File: config.mk
export PLATFORM = sky130hd
export DESIGN_NAME = datapath_flat
export DESIGN_NICKNAME = d
export VERILOG_FILES = /design/src/rtl/mips_pkg.sv /design/src/rtl/mips_ifs.sv /design/src/rtl/datapath.sv /design/src/flat_wrapper.sv
export VERILOG_INCLUDE_DIRS = /design/src /design/src/rtl
export SDC_FILE = /design/constraint.sdc
export NUM_CORES = 1
export LEC_CHECK = 0
export BUFFER_PORTS_ARGS = -buffer_cell sky130_fd_sc_hd__buf_2
export CORE_MARGIN = 5
export CORE_UTILIZATION = 30
export DETAILED_ROUTE_END_ITERATION = 7
export PLACE_DENSITY = 0.48
export SETUP_SLACK_MARGIN = 0.5
export SYNTH_ARGS = -nofsm -noshare
export SYNTH_HDL_FRONTEND = slang
export SYNTH_SLANG_ARGS = --single-unit
File: constraint.sdc
create_clock -name clock -period 7 [get_ports clock]
set_input_delay 1.4 -clock clock [delete_from_list [all_inputs] [get_ports clock]]
set_output_delay 1.4 -clock clock [all_outputs]
set_load 0.005 [all_outputs]
File: src/rtl/mips_defs.svh
`ifndef MIPS_DEFS_SVH
`define MIPS_DEFS_SVH

// Datapath widths
`define MIPS_XLEN   32          // Data and address width
`define RF_REGS     32          // Architectural registers
`define RF_AW       5           // Register address bits

// Memory depths in words
`define IMEM_WORDS  64          // Program storage
`define IMEM_AW     6           // Instruction word index bits
`define DMEM_WORDS  64          // Data storage
`define DMEM_AW     6           // Data word index bits

`endif

File: src/rtl/mips_pkg.sv
`include "mips_defs.svh"

package mips_pkg;

    typedef logic [`MIPS_XLEN-1:0] word_t;      // One machine word
    typedef logic [`RF_AW-1:0]     reg_addr_t;  // Register number

    typedef enum logic [5:0] {
        OP_RTYPE = 6'h00,                       // ALU ops, funct decides
        OP_J     = 6'h02,
        OP_BEQ   = 6'h04,
        OP_ADDI  = 6'h08,
        OP_LW    = 6'h23,
        OP_SW    = 6'h2b
    } opcode_t;

    typedef enum logic [5:0] {
        F_ADD = 6'h20,
        F_SUB = 6'h22,
        F_AND = 6'h24,
        F_OR  = 6'h25,
        F_SLT = 6'h2a
    } funct_t;

    typedef enum logic [2:0] {
        ALU_ADD, ALU_SUB, ALU_AND, ALU_OR, ALU_SLT
    } alu_op_t;

    typedef enum logic {
        RES_ALU = 1'b0,                         // Writeback takes ALU result
        RES_MEM = 1'b1                          // Writeback takes load data
    } sel_result_t;

    //////////////////////////////////////////////////
    // Stage registers, all zero is a bubble

    typedef struct packed {
        word_t       instruction;
        word_t       pc_plus4;
    } if_id_t;

    typedef struct packed {
        word_t       rd0;                       // rs value
        word_t       rd1;                       // rt value
        word_t       sign_imm;
        word_t       pc_plus4;
        reg_addr_t   wa;                        // Already picked rt or rd
        alu_op_t     alu_ctrl;
        logic        rf_we;
        logic        sel_alu_b;
        logic        dmem_we;
        logic        branch;
        sel_result_t sel_result;
    } id_ex_t;

    typedef struct packed {
        word_t       alu_out;
        logic        zero;
        word_t       wd;                        // Store data
        word_t       pc_branch;
        reg_addr_t   wa;
        logic        rf_we;
        sel_result_t sel_result;
        logic        dmem_we;
        logic        branch;
    } ex_mem_t;

    typedef struct packed {
        word_t       alu_out;
        word_t       dmem_rd;
        reg_addr_t   wa;
        logic        rf_we;
        sel_result_t sel_result;
    } mem_wb_t;

endpackage

File: src/rtl/mips_ifs.sv
// Control unit answers the decode-stage instruction in the same cycle
interface ctrl_bus (input logic clock);
    import mips_pkg::*;

    word_t       d_instruction;                 // From if_id
    alu_op_t     alu_ctrl;
    logic        rf_we;
    logic        sel_alu_b;                     // 1 picks the immediate
    sel_result_t sel_result;
    logic        sel_wa;                        // 1 picks rd, else rt
    logic        dmem_we;
    logic        branch;

    modport cu (input clock, input d_instruction,
                output alu_ctrl, rf_we, sel_alu_b, sel_result, sel_wa, dmem_we, branch);
    modport dp (output d_instruction,
                input alu_ctrl, rf_we, sel_alu_b, sel_result, sel_wa, dmem_we, branch);
endinterface

// Register dependences and branch outcome, stall and flush back
interface hazard_bus;
    import mips_pkg::*;

    reg_addr_t d_rs, d_rt;                      // Decode sources
    reg_addr_t e_wa, m_wa, w_wa;                // Older stage destinations
    logic      e_we, m_we, w_we;
    logic      m_taken;                         // Taken beq in memory stage
    logic      stall;
    logic      flush;

    modport dp (output d_rs, d_rt, e_wa, e_we, m_wa, m_we, w_wa, w_we, m_taken,
                input stall, flush);
    modport hu (input d_rs, d_rt, e_wa, e_we, m_wa, m_we, w_wa, w_we, m_taken,
                output stall, flush);
endinterface

interface dmem_bus;
    import mips_pkg::*;

    logic  we;
    word_t addr;                                // Byte address, word aligned
    word_t wd;
    word_t rd;

    modport dp  (output we, addr, wd, input rd);
    modport mem (input we, addr, wd, output rd);
endinterface

File: src/rtl/datapath.sv
module datapath (
    input  logic                clock,
    input  logic                rst,
    input  mips_pkg::word_t     instruction,    // From instruction memory
    output mips_pkg::word_t     pc,
    ctrl_bus.dp                 ctrl,
    hazard_bus.dp               hz,
    dmem_bus.dp                 dmem,
    output mips_pkg::reg_addr_t rf_ra0,
    output mips_pkg::reg_addr_t rf_ra1,
    input  mips_pkg::word_t     rf_rd0,
    input  mips_pkg::word_t     rf_rd1,
    output logic                rf_we,
    output mips_pkg::reg_addr_t rf_wa,
    output mips_pkg::word_t     rf_wd
);
    import mips_pkg::*;

    if_id_t  if_id;
    id_ex_t  id_ex, id_ex_d;
    ex_mem_t ex_mem, ex_mem_d;
    mem_wb_t mem_wb, mem_wb_d;

    word_t pc_plus4, pc_next, jump_addr;
    word_t sign_imm, alu_b, alu_y, pc_branch;
    logic  jump;

    //////////////////////////////////////////////////
    // Fetch

    assign pc_plus4  = pc + 32'd4;
    assign jump      = (instruction[31:26] == OP_J);           // Resolved before decode
    assign jump_addr = {pc_plus4[31:28], instruction[25:0], 2'b00};

    always_comb begin
        if (hz.flush)      pc_next = ex_mem.pc_branch;         // Taken beq first
        else if (hz.stall) pc_next = pc;                       // Refetch same word
        else if (jump)     pc_next = jump_addr;
        else               pc_next = pc_plus4;
    end

    always_ff @(posedge clock) begin
        if (rst) pc <= '0;
        else     pc <= pc_next;
    end

    always_ff @(posedge clock) begin
        if (rst || hz.flush) begin
            if_id <= '0;
        end else if (!hz.stall) begin
            if_id <= '{instruction: instruction, pc_plus4: pc_plus4};
        end
    end

    //////////////////////////////////////////////////
    // Decode

    assign ctrl.d_instruction = if_id.instruction;             // Control answers same cycle
    assign rf_ra0    = if_id.instruction[25:21];
    assign rf_ra1    = if_id.instruction[20:16];
    assign hz.d_rs   = rf_ra0;
    assign hz.d_rt   = rf_ra1;
    assign sign_imm  = {{16{if_id.instruction[15]}}, if_id.instruction[15:0]};

    assign id_ex_d = '{
        rd0:        rf_rd0,
        rd1:        rf_rd1,
        sign_imm:   sign_imm,
        pc_plus4:   if_id.pc_plus4,
        wa:         ctrl.sel_wa ? if_id.instruction[15:11] : if_id.instruction[20:16],
        alu_ctrl:   ctrl.alu_ctrl,
        rf_we:      ctrl.rf_we,
        sel_alu_b:  ctrl.sel_alu_b,
        dmem_we:    ctrl.dmem_we,
        branch:     ctrl.branch,
        sel_result: ctrl.sel_result
    };

    always_ff @(posedge clock) begin
        if (rst || hz.flush || hz.stall) id_ex <= '0;          // Bubble in
        else                             id_ex <= id_ex_d;
    end

    //////////////////////////////////////////////////
    // Execute

    assign alu_b     = id_ex.sel_alu_b ? id_ex.sign_imm : id_ex.rd1;
    assign pc_branch = id_ex.pc_plus4 + {id_ex.sign_imm[29:0], 2'b00};
    assign hz.e_wa   = id_ex.wa;
    assign hz.e_we   = id_ex.rf_we;

    always_comb begin
        case (id_ex.alu_ctrl)
            ALU_ADD: alu_y = id_ex.rd0 + alu_b;
            ALU_SUB: alu_y = id_ex.rd0 - alu_b;
            ALU_AND: alu_y = id_ex.rd0 & alu_b;
            ALU_OR:  alu_y = id_ex.rd0 | alu_b;
            ALU_SLT: alu_y = {31'd0, $signed(id_ex.rd0) < $signed(alu_b)};
            default: alu_y = '0;
        endcase
    end

    assign ex_mem_d = '{
        alu_out:    alu_y,
        zero:       (alu_y == '0),
        wd:         id_ex.rd1,                                 // Store data from rt
        pc_branch:  pc_branch,
        wa:         id_ex.wa,
        rf_we:      id_ex.rf_we,
        sel_result: id_ex.sel_result,
        dmem_we:    id_ex.dmem_we,
        branch:     id_ex.branch
    };

    always_ff @(posedge clock) begin
        if (rst || hz.flush) ex_mem <= '0;                     // beq itself retires as bubble
        else                 ex_mem <= ex_mem_d;
    end

    //////////////////////////////////////////////////
    // Memory

    assign dmem.we    = ex_mem.dmem_we;
    assign dmem.addr  = ex_mem.alu_out;
    assign dmem.wd    = ex_mem.wd;
    assign hz.m_wa    = ex_mem.wa;
    assign hz.m_we    = ex_mem.rf_we;
    assign hz.m_taken = ex_mem.branch && ex_mem.zero;          // beq resolves here

    assign mem_wb_d = '{
        alu_out:    ex_mem.alu_out,
        dmem_rd:    dmem.rd,
        wa:         ex_mem.wa,
        rf_we:      ex_mem.rf_we,
        sel_result: ex_mem.sel_result
    };

    always_ff @(posedge clock) begin
        if (rst) mem_wb <= '0;
        else     mem_wb <= mem_wb_d;
    end

    //////////////////////////////////////////////////
    // Writeback

    assign rf_we   = mem_wb.rf_we;
    assign rf_wa   = mem_wb.wa;
    assign rf_wd   = (mem_wb.sel_result == RES_MEM) ? mem_wb.dmem_rd : mem_wb.alu_out;
    assign hz.w_wa = mem_wb.wa;
    assign hz.w_we = mem_wb.rf_we;

endmodule

File: src/flat_wrapper.sv
// flat-port wrapper written by rule: the top's interface ports become plain ports
module datapath_flat import mips_pkg::*;
  (clock, rst, instruction, pc, rf_ra0, rf_ra1, rf_rd0, rf_rd1, rf_we, rf_wa, rf_wd, ctrl_d_instruction, ctrl_alu_ctrl, ctrl_rf_we, ctrl_sel_alu_b, ctrl_sel_result, ctrl_sel_wa, ctrl_dmem_we, ctrl_branch, hz_d_rs, hz_d_rt, hz_e_wa, hz_e_we, hz_m_wa, hz_m_we, hz_w_wa, hz_w_we, hz_m_taken, hz_stall, hz_flush, dmem_we, dmem_addr, dmem_wd, dmem_rd);
  ctrl_bus ctrl_i (.clock(clock));
  hazard_bus hz_i ();
  dmem_bus dmem_i ();
  input  logic clock;
  input  logic rst;
  input  mips_pkg::word_t instruction;
  output mips_pkg::word_t pc;
  output mips_pkg::reg_addr_t rf_ra0;
  output mips_pkg::reg_addr_t rf_ra1;
  input  mips_pkg::word_t rf_rd0;
  input  mips_pkg::word_t rf_rd1;
  output logic rf_we;
  output mips_pkg::reg_addr_t rf_wa;
  output mips_pkg::word_t rf_wd;
  output wire logic [$bits(ctrl_i.d_instruction)-1:0] ctrl_d_instruction;
  input wire logic [$bits(ctrl_i.alu_ctrl)-1:0] ctrl_alu_ctrl;
  input wire logic [$bits(ctrl_i.rf_we)-1:0] ctrl_rf_we;
  input wire logic [$bits(ctrl_i.sel_alu_b)-1:0] ctrl_sel_alu_b;
  input wire logic [$bits(ctrl_i.sel_result)-1:0] ctrl_sel_result;
  input wire logic [$bits(ctrl_i.sel_wa)-1:0] ctrl_sel_wa;
  input wire logic [$bits(ctrl_i.dmem_we)-1:0] ctrl_dmem_we;
  input wire logic [$bits(ctrl_i.branch)-1:0] ctrl_branch;
  output wire logic [$bits(hz_i.d_rs)-1:0] hz_d_rs;
  output wire logic [$bits(hz_i.d_rt)-1:0] hz_d_rt;
  output wire logic [$bits(hz_i.e_wa)-1:0] hz_e_wa;
  output wire logic [$bits(hz_i.e_we)-1:0] hz_e_we;
  output wire logic [$bits(hz_i.m_wa)-1:0] hz_m_wa;
  output wire logic [$bits(hz_i.m_we)-1:0] hz_m_we;
  output wire logic [$bits(hz_i.w_wa)-1:0] hz_w_wa;
  output wire logic [$bits(hz_i.w_we)-1:0] hz_w_we;
  output wire logic [$bits(hz_i.m_taken)-1:0] hz_m_taken;
  input wire logic [$bits(hz_i.stall)-1:0] hz_stall;
  input wire logic [$bits(hz_i.flush)-1:0] hz_flush;
  output wire logic [$bits(dmem_i.we)-1:0] dmem_we;
  output wire logic [$bits(dmem_i.addr)-1:0] dmem_addr;
  output wire logic [$bits(dmem_i.wd)-1:0] dmem_wd;
  input wire logic [$bits(dmem_i.rd)-1:0] dmem_rd;
  assign ctrl_d_instruction = ctrl_i.d_instruction;
  assign ctrl_i.alu_ctrl = ctrl_alu_ctrl;
  assign ctrl_i.rf_we = ctrl_rf_we;
  assign ctrl_i.sel_alu_b = ctrl_sel_alu_b;
  assign ctrl_i.sel_result = ctrl_sel_result;
  assign ctrl_i.sel_wa = ctrl_sel_wa;
  assign ctrl_i.dmem_we = ctrl_dmem_we;
  assign ctrl_i.branch = ctrl_branch;
  assign hz_d_rs = hz_i.d_rs;
  assign hz_d_rt = hz_i.d_rt;
  assign hz_e_wa = hz_i.e_wa;
  assign hz_e_we = hz_i.e_we;
  assign hz_m_wa = hz_i.m_wa;
  assign hz_m_we = hz_i.m_we;
  assign hz_w_wa = hz_i.w_wa;
  assign hz_w_we = hz_i.w_we;
  assign hz_m_taken = hz_i.m_taken;
  assign hz_i.stall = hz_stall;
  assign hz_i.flush = hz_flush;
  assign dmem_we = dmem_i.we;
  assign dmem_addr = dmem_i.addr;
  assign dmem_wd = dmem_i.wd;
  assign dmem_i.rd = dmem_rd;
  datapath u_core (.clock(clock), .rst(rst), .instruction(instruction), .pc(pc), .ctrl(ctrl_i), .hz(hz_i), .dmem(dmem_i), .rf_ra0(rf_ra0), .rf_ra1(rf_ra1), .rf_rd0(rf_rd0), .rf_rd1(rf_rd1), .rf_we(rf_we), .rf_wa(rf_wa), .rf_wd(rf_wd));
endmodule
## After elaboration in Yosys (flattened, before gate mapping)

Index checks and enable logic that the tools add are counted.

| storage, ports and cells | value |
|---|---|
| input port bits | 141 |
| memories kept | 0 |
| memory bits (read-only) | 0 |
| output and inout port bits | 206 |
| latch bits | 0 |
| bits in registers | 398 |
| bits in writable memories | 0 |
| logic and storage cells | 53 |

| cells by class | value |
|---|---|
| multiply operators | 0 |
| reduce and logical (&&, ||, !) cells | 5 |
| eq/ne operators | 6 |
| $add $sub $neg | 4 |
| magnitude comparators | 1 |
| div/mod/pow operators | 0 |
| shift-type cells | 0 |
| bitwise logic cells | 2 |
| multiplexer cells | 7 |

Operator list:

| kind | count |
|---|---|
| $pmux 32 s5 | 1 |
| $mux 32 | 4 |
| $add 32x32->32 | 2 |
| $add 32x3->32 const B | 1 |
| $and 32x32->32 | 1 |
| $logic_not 32->1 | 1 |
| $lt 32x32->1 | 1 |
| $or 32x32->32 | 1 |
| $sub 32x32->32 | 1 |
| $mux 28 | 1 |
| $eq 3x2->1 const B | 2 |
| $eq 6x2->1 const B | 1 |
| $mux 5 | 1 |
| $eq 3x1->1 const B | 1 |
| $eq 3x3->1 const B | 1 |
| $logic_not 3->1 | 1 |
| $logic_or 1x1->1 | 2 |
| $ne 2x1->1 const B | 1 |
| $logic_and 1x1->1 | 1 |

## Logic depth before layout (Yosys ltp)

Gate-level depths: netlist of the first run.

| logic depth | value |
|---|---|
| depth in word-level cells | 4 |
| mapped depth | 18 |
| mapped depth without buffers | 15 |

## Least setup slack after synthesis of the first run

No wires, ideal clock.

| timing path | value |
|---|---|
| kind | reg2reg |
| start | register u_core.id_ex[3] (netlist name) |
| end | register u_core.ex_mem[73] (netlist name) |
| stages on the path, launching flop included | 17 |
| data arrival time | 4.206 ns |
| path slack | 2.706 ns |
| required time | 6.912 ns |
| setup time | 0.088 ns |
| period minus slack after synthesis | 4.294 ns |
| path buffers | 2 |
| cell sequence | dfxtp_1 clkbuf_1 clkbuf_1 mux2i_1 inv_1 fa_1 or3_1 a2111oi_4 o21ai_2 a22oi_4 a31oi_1 xnor2_1 a221oi_1 nand4_1 nor4_1 nand4_1 nor4_2 |

| between the ends | value |
|---|---|
| longest elaborated chain between the ends | 4 |
| elaborated cells between the ends (all ways) | 8 |
| those cells by class | add/sub: 2; order compare: 1; mux: 2; bitwise: 2; reduce/logical: 1 |

Ends and longest elaborated chain:

| item | line | RTL |
|---|---|---|
| from (decl) | datapath.sv:20 | `id_ex_t id_ex, id_ex_d;` |
| from (signal assigned) | datapath.sv:81 | `else id_ex <= id_ex_d;` |
| $mux 32 * | datapath.sv:87 | `assign alu_b = id_ex.sel_alu_b ? id_ex.sign_imm : id_ex.rd1;` |
| $sub 32x32->32, or another cell as far along | datapath.sv:95 | `ALU_SUB: alu_y = id_ex.rd0 - alu_b;` |
| $pmux 32 s5 * | datapath.sv:93 | `case (id_ex.alu_ctrl)` |
| $logic_not 32->1 * | datapath.sv:105 | `zero: (alu_y == '0),` |
| to (signal assigned) | datapath.sv:117 | `else ex_mem <= ex_mem_d;` |
| to (decl) | datapath.sv:21 | `ex_mem_t ex_mem, ex_mem_d;` |

Mark *: on every way between the ends. The rest lies on a longest branch, timed or not.
A chain may end at the register's enable or synchronous reset.

## Worst setup path after layout of the first run

| timing path | value |
|---|---|
| start | register u_core.id_ex[60] (netlist name) |
| end | register u_core.ex_mem[73] (netlist name) |

| between the ends | value |
|---|---|
| longest elaborated chain between the ends | 4 |
| elaborated cells between the ends (all ways) | 8 |
| those cells by class | add/sub: 2; order compare: 1; mux: 2; bitwise: 2; reduce/logical: 1 |

Ends and longest elaborated chain:

| item | line |
|---|---|
| $mux 32 * | datapath.sv:87 |
| $sub 32x32->32, or another cell as far along | datapath.sv:95 |
| $pmux 32 s5 * | datapath.sv:93 |
| $logic_not 32->1 * | datapath.sv:105 |

Marked as above.

==> flow_summary_export.csv, run 1 <==
group,metric,value,unit
placement,place_area,0.02248,mm^2
timing,finClkSkew,0.02765,ns
layout,final_area,0.02428,mm^2
global_route,grt_max_degree,93,
timing,rsz0062_at_grt,"no",
timing,setup-violations-final,0,
setup_path,path_class,"flip-flop to flip-flop",
timing,tightest_slew,1.109,ns
pwr,power.switching,1.382,mW
status,status,"complete, no violations",
clocking,cts_inserted_buffers,48,
layout,finish.utilization,0.3533,
setup_path,endpoint_kind,"flip-flop",
routing,ant_nets,0,
routing,drc,0,
clocking,clock_path_buffers,3,
timing,slew_headroom,0.2609,
timing,fin_crit,5.289,ns
clocking,tritoncts,"done",
layout,fillerInstances,7270,
clocking,cts_setup_buffers,0,
setup_path,critPathMaxFanout,17,
logic_synthesis,syn_area,0.02081,mm^2
pwr,intPower,4.212,mW
timing,post-route-period-util,0.7556,
timing,report.final.slew_viol_count,0,
timing,fmax,189.1,MHz
global_route,grt_pass1_wl,109400,um
setup_path,start_kind,"flip-flop",
setup_path,required,7.51,ns
worst_hold_path,min_path_type,"flip-flop to flip-flop",
placement,post-place-ws,1.822,ns
clocking,ctsHoldBuffers,0,
layout,seq_area,0.007969,mm^2
routing,drt-initial-drc-count,1142,
global_route,grt_pass1_vias,17370,
clocking,cts_htree_levels,2,
layout,fin_nets,2868,
layout,multi_input_area,0.01097,mm^2
pwr,p_seq_frac,0.418,
timing,hold_viol,0,
placement,dp_cells,3458,
global_route,grt.total_usage,0.1882,
die,row_count,96,
logic_synthesis,syn_nets,2701,
die,die-area,0.07474,mm^2
logic_synthesis,synthTopCellsByArea,"dfxtp_1 (38%), ha_1 (8.8%), nor2_1 (5.5%)",
pwr,p_per_area,230.5,mW/mm^2
logic_synthesis,synthArstFlopShare,0,
routing,via_count,17330,
pwr,p_sw_frac,0.2471,
global_route,antenna_found_initial,12,
logic_synthesis,yosysWarnings,0,
logic_synthesis,synth_ff_type,"dfxtp_1",
layout,syn2layout_area_growth,16.64,%
logic_synthesis,synthCells,2410,
logic_synthesis,synth_cell_types,90,
flow_run,drv_cap,0,
pwr,total_power,5.594,mW
logic_synthesis,ys_seq_elements,398,
placement,port_buffers,346,
logic_synthesis,yosys.area.top_type,"dfxtp_1",
clocking,clock_latency,0.60,ns
die,fp.dieW,273.4,um
pwr,pwr-share-clk,0.498,
layout,layout-drive-gt1-share,0.1980,
logic_synthesis,ys_top_cells_by_count,"dfxtp_1 (398), nor2_1 (305), a21oi_1 (194)",
routing,viasPerCell,4.883,
clocking,cts.sinks,398,
timing,tns,0,ns
die,die_h,273.4,um
pwr,combPwrFrac,0.084,
clocking,cts_root_buffer,"clkbuf_16",
die,initial_core_util,0.3029,
placement,place_congestion,0.9216,
timing,hold_slack,0.4193,ns
placement,place_hpwl,55890,um
routing,first_pass_iters,5,
clocking,clk_pin_slew_worst_paths,0.06,ns
routing,wl,73520,um
pwr,vdd_drop_max,0.0001830,V
setup_path,worstPathArrival,5.79,ns
logic_synthesis,postSynthAreaPerCell,8.636,um^2
logic_synthesis,synth_edf_count,0,
logic_synthesis,synth_top_area_frac,0.3828,
timing,timing.final.ws_setup,1.711,ns
layout,instances_no_fill,3549,
logic_synthesis,synth_most_common_cell,"dfxtp_1",
die,core_region_area,0.06871,mm^2
global_route,overflow,0,
clocking,cts_resized,0,
die,io_pins,347,
pwr,p_leak,10.91,nW
routing,wl_per_cell,20.71,um
logic_synthesis,synth.yosys.seq_area_share,0.3828,
-- sequential cells by signal (all words and copies together) (netlist names), 5 cells and up --
register and count:
u_core.pc 32, u_core.id_ex 84, u_core.dmem.wd 32, u_core.hz.e_wa 5, u_core.ctrl.d_instruction 32, u_core.mem_wb 65, u_core.hz.m_wa 5, u_core.ex_mem 35
u_core.id_ex_d 32, u_core.ex_mem_d 35, u_core.dmem.addr 32, u_core.hz.w_wa 5
-- power by group through the flow --
stage                     sequential [mW]  combinational, mW  clock, mW
after floorplan                      2.37              0.306          0
after global placement               2.39              0.468          0
after detailed placement             2.39              0.467          0
after CTS                            2.34              0.471       2.87
after global routing                 2.34              0.512       2.97
final                                2.34              0.470       2.78
-- layout by cell type (no fill, tap or decap), drive strengths merged, types with 10 or more instances in the layout --
master	count
buf	363
mux2	32
nand4	16
ha	147
a211oi	26
o21ai	59
xor2	25
a221oi	10
clkinv	12
nand2b	10
o211ai	20
mux2i	71
inv	138
nor2	306
nor3	30
and3	22
a21o	29
o21bai	13
a31oi	24
xnor2	45
clkbuf	59
o31ai	17
o221ai	10
o22ai	18
nand2	86
bufinv	10
nor4	13
dfxtp	398
a21oi	196
nor2b	89
nand3	36
and2	165
-- worst max-delay path, stage by stage, from the launching register on --
cell      delay [ns]
dfxtp_1         0.75
and2_1          0.80
a21oi_1         0.20
ha_1            0.50
and4bb_1        0.43
nand2_1         0.14
or3_1           0.46
nor4_1          0.22
o221ai_1        0.25
a211oi_1        0.51
o21ai_1         0.16
a21o_1          0.20
a31oi_1         0.24
nand4_1         0.15
nor4_2          0.14
-- per-layer routing --
metal / GRT usage / routed length (um) / up-vias
met3: 0.04111 / 4872 / 133
met5: 0 / 95 / -
met4: 0.06106 / 2420 / 14
met2: 0.3085 / 33590 / 544
met1: 0.2472 / 32540 / 8237
li1: - / - / 8402
-- layout make-up --
type	count	share of cell area
Antenna cell	2	0.0002062
Tap cell	931	0.04798
Clock inverter	30	0.01907
Timing Repair Buffer	363	0.07731
Clock buffer	59	0.05453
Inverter	134	0.02072
Multi-Input combinational cell	1632	0.4519
Sequential cell	398	0.3283
-- kinds of logic after synthesis --
| family | share of synthesized area |
|---|---|
| compound gates | 0.1580 |
| xor+xnor | 0.02946 |
| fa+ha+maj | 0.09126 |
| buf+inv | 0.09114 |
| flops | 0.3828 |
| mux | 0.05146 |
| simple gates | 0.1958 |
-- path summary, 6_finish.rpt --
kind | from | to | slack (ns) | cells past startpoint
setup / recovery | u_core.id_ex[60] | u_core.ex_mem[73] | 1.71 | 14
setup reg to reg | u_core.id_ex[60] | u_core.ex_mem[73] | 1.71 | 14
hold / removal | u_core.ex_mem_d[1] | u_core.dmem.we | 0.42 | 1
hold reg to reg | u_core.ex_mem_d[1] | u_core.dmem.we | 0.42 | 1
No activity file was read; power rests on OpenSTA's default activity.
==> run 2, diff against run 1 <==
--- a/config.mk
+++ b/config.mk
@@ -6,6 +6,7 @@
 export SDC_FILE = /design/constraint.sdc
 export NUM_CORES = 1
 export LEC_CHECK = 0
+export ABC_AREA = 1
 export BUFFER_PORTS_ARGS = -buffer_cell sky130_fd_sc_hd__buf_2
 export CORE_MARGIN = 5
 export CORE_UTILIZATION = 30
==> constraint.sdc (replaced) <==
create_clock -name clock -period 4.9 [get_ports clock]
set_input_delay 0.98 -clock clock [delete_from_list [all_inputs] [get_ports clock]]
set_output_delay 0.98 -clock clock [all_outputs]
set_load 0.005 [all_outputs]
==> run 2 against run 1 <==
Net effect:
- first-iteration DRC count rose by 13%
- hold slack lost 0.035 ns
- count of clock-buffer cells in the layout increased by 5
- non-clock buffer count rose by 8
- design area increased by 6.1%
- synthesized cell count is 37% higher
- worst setup slack worse by 0.76 ns
- critical endpoint unchanged
- highest routed layer unchanged
==> flow_summary_export.csv, run 2 <==
group,metric,value,unit
timing,rsz0062_at_grt,"no",
timing,hold_slack,0.3838,ns
clocking,ctsHoldBuffers,0,
die,core_region_area,0.07420,mm^2
layout,syn2layout_area_growth,15.30,%
placement,place_congestion,0.9503,
setup_path,path_cells,"buf_4, nand2_1, clkinv_1, buf_4, a21oi_1, ha_1, inv_1, nor2_1, nand2_1, nor2_1, nand3_1, nand3_1, nand2_1, nand3_1, nand2_1, nor2_1, nand2_1, nor2_1, nand3_1, nor2_1",
timing,finClkSkew,0.03293,ns
logic_synthesis,synth_edf_count,0,
timing,tns,0,ns
flow_run,drv_cap,0,
logic_synthesis,syn_area,0.02234,mm^2
routing,via_count,20410,
setup_path,cp_slowest_cell,"ha_1",
logic_synthesis,synth_ff_type,"dfxtp_1",
timing,fmax,253.0,MHz
pwr,p_sw_frac,0.2770,
pwr,p_leak,13.32,nW
logic_synthesis,synth_most_common_cell,"nand2_1",
logic_synthesis,yosysWarnings,0,
logic_synthesis,ys_seq_elements,398,
setup_path,critPathTopFamily,"simple AND/OR/NAND/NOR gates",
timing,post-route-period-util,0.8067,
layout,finish.utilization,0.3471,
layout,largest_register,"u_core.id_ex",
setup_path,path_class,"flip-flop to flip-flop",
placement,dp_cells,4424,
die,io_pins,347,
layout,fillerInstances,8181,
pwr,total_power,7.828,mW
clocking,tritoncts,"done",
pwr,pwr-share-clk,0.456,
pwr,vdd_drop_max,0.0002075,V
pwr,p_seq_frac,0.429,
die,initial_core_util,0.3010,
setup_path,start_kind,"flip-flop",
layout,mostFrequentLayoutCells,"nand2_1 (623), inv_1 (603), nor2_1 (516)",
logic_synthesis,ys_top_cells_by_count,"nand2_1 (623), inv_1 (603), nor2_1 (517)",
layout,final_area,0.02575,mm^2
global_route,grt_pass1_wl,120700,um
routing,viasPerCell,4.523,
logic_synthesis,syn_nets,3600,
setup_path,critPathMaxFanout,17,
placement,place_hpwl,63890,um
logic_synthesis,yosys.area.top_type,"dfxtp_1",
timing,timing.final.ws_setup,0.9472,ns
die,row_count,100,
clocking,cts_root_buffer,"clkbuf_16",
pwr,power.switching,2.169,mW
logic_synthesis,synth.yosys.seq_area_share,0.3567,
routing,wl,81220,um
clocking,cts.sinks,398,
logic_synthesis,synth_top_area_frac,0.3567,
timing,hold_viol,0,
layout,largest_register_ffs,84,
global_route,grt_max_degree,75,
die,die_h,282.9,um
setup_path,path_buf_inv,4,
setup_path,cp_slowest_stage_delay,0.52,ns
die,die-area,0.08001,mm^2
clocking,cts_htree_levels,2,
timing,slew_headroom,0.4135,
routing,wl_per_cell,18.00,um
routing,ant_nets,0,
logic_synthesis,postSynthAreaPerCell,6.750,um^2
timing,setup-violations-final,0,
timing,report.final.slew_viol_count,0,
layout,instances_no_fill,4513,
clocking,cts_setup_buffers,0,
pwr,p_per_area,303.9,mW/mm^2
pwr,combPwrFrac,0.115,
timing,tightest_slew,0.8798,ns
layout,fin_nets,3795,
setup_path,endpoint_kind,"flip-flop",
setup_path,cp.depth,20,
clocking,cts_resized,0,
logic_synthesis,synthTopCellsByArea,"dfxtp_1 (36%), nand2_1 (10%), inv_1 (10%)",
clocking,cts_inserted_buffers,47,
setup_path,required,5.44,ns
logic_synthesis,synthCells,3309,
global_route,overflow,0,
placement,place_area,0.02416,mm^2
logic_synthesis,synthArstFlopShare,0,
timing,fin_crit,3.953,ns
global_route,grt.total_usage,0.1955,
routing,drt-initial-drc-count,1291,
worst_hold_path,min_path_type,"flip-flop to flip-flop",
layout,layout_commonest_cell,"nand2_1",
layout,layout-drive-gt1-share,0.1550,
logic_synthesis,synth_cell_types,52,
die,fp.dieW,282.9,um
setup_path,worstPathArrival,4.49,ns
routing,first_pass_iters,5,
global_route,antenna_found_initial,10,
status,status,"complete, no violations",
placement,port_buffers,346,
pwr,intPower,5.659,mW
global_route,grt_pass1_vias,19840,
routing,drc,0,
clocking,clock_path_buffers,3,
setup_path,worstRegToRegCells,20,
layout,reg_top3,"u_core.id_ex x84, u_core.mem_wb x65",
clocking,clk_pin_slew_worst_paths,0.07,ns
worst_hold_path,min_path_cells,2,
placement,post-place-ws,1.014,ns
clocking,clock_latency,0.62,ns
==> run 2: changes by cell type after synthesis, moves of 89 or more <==
cell     previous run  this run
nand2_1            86       623
inv_1             133       603
nor2_1            305       517
and2_1            163         5
nand3_1            36       145
nor2b_1            89         0
==> run 2: tightest hold or removal path: cells and delay by family, from the launching register on <==
| family | cells | cell delay (ns) |
|---|---|---|
| buf+inv | 1 | 0.04 |
| flops | 1 | 0.29 |
| simple gates | 1 | 0.03 |
==> run 2: layout make-up <==
class | count | area, um^2 | area share
diodes | 3 | 7.507 | 0.0002915
clock buffers | 64 | 1360 | 0.05281
clock inverters | 22 | 222.7 | 0.008648
inverters | 621 | 2336 | 0.09071
multi-input cells | 2065 | 10710 | 0.4160
flip-flops and latches | 398 | 7968 | 0.3094
well taps | 969 | 1212 | 0.04708
repair buffers | 371 | 1934 | 0.07511
==> run 2: kinds of logic after synthesis <==
kind of cell	after synthesis	synth area share
AO/OA/AOI/OAI	468	0.1132
buffers and inverters	846	0.1642
multiplexers	32	0.01613
adder cells (fa/ha/maj)	150	0.08504
flip-flops	398	0.3567
XOR/XNOR	23	0.009019
AND/OR/NAND/NOR	1392	0.2557
==> run 2: worst paths after layout <==
path / start / to / slack, ns
min: u_core.id_ex[14] / u_core.ex_mem[10] / 0.38
max reg2reg: u_core.id_ex[60] / u_core.ex_mem[73] / 0.95
min reg2reg: u_core.id_ex[14] / u_core.ex_mem[10] / 0.38
max: u_core.id_ex[60] / u_core.ex_mem[73] / 0.95
==> run 2: routing by layer <==
metal	global-route usage	up-vias	share of wire
met5	0	-	0.00059
met4	0.04697	8	0.023
met3	0.04072	104	0.068
met2	0.3107	587	0.43
met1	0.2733	9273	0.47
li1	-	10440	-
==> run 2: power by group through the flow <==
stage                     logic [mW]  registers, mW  clock network, mW
final                          0.900           3.35               3.57
after global routing            1.00           3.36               3.83
after CTS                      0.896           3.36               3.70
after detailed placement       0.890           3.43                  0
after global placement         0.899           3.43                  0
after floorplan                0.584           3.40                  0
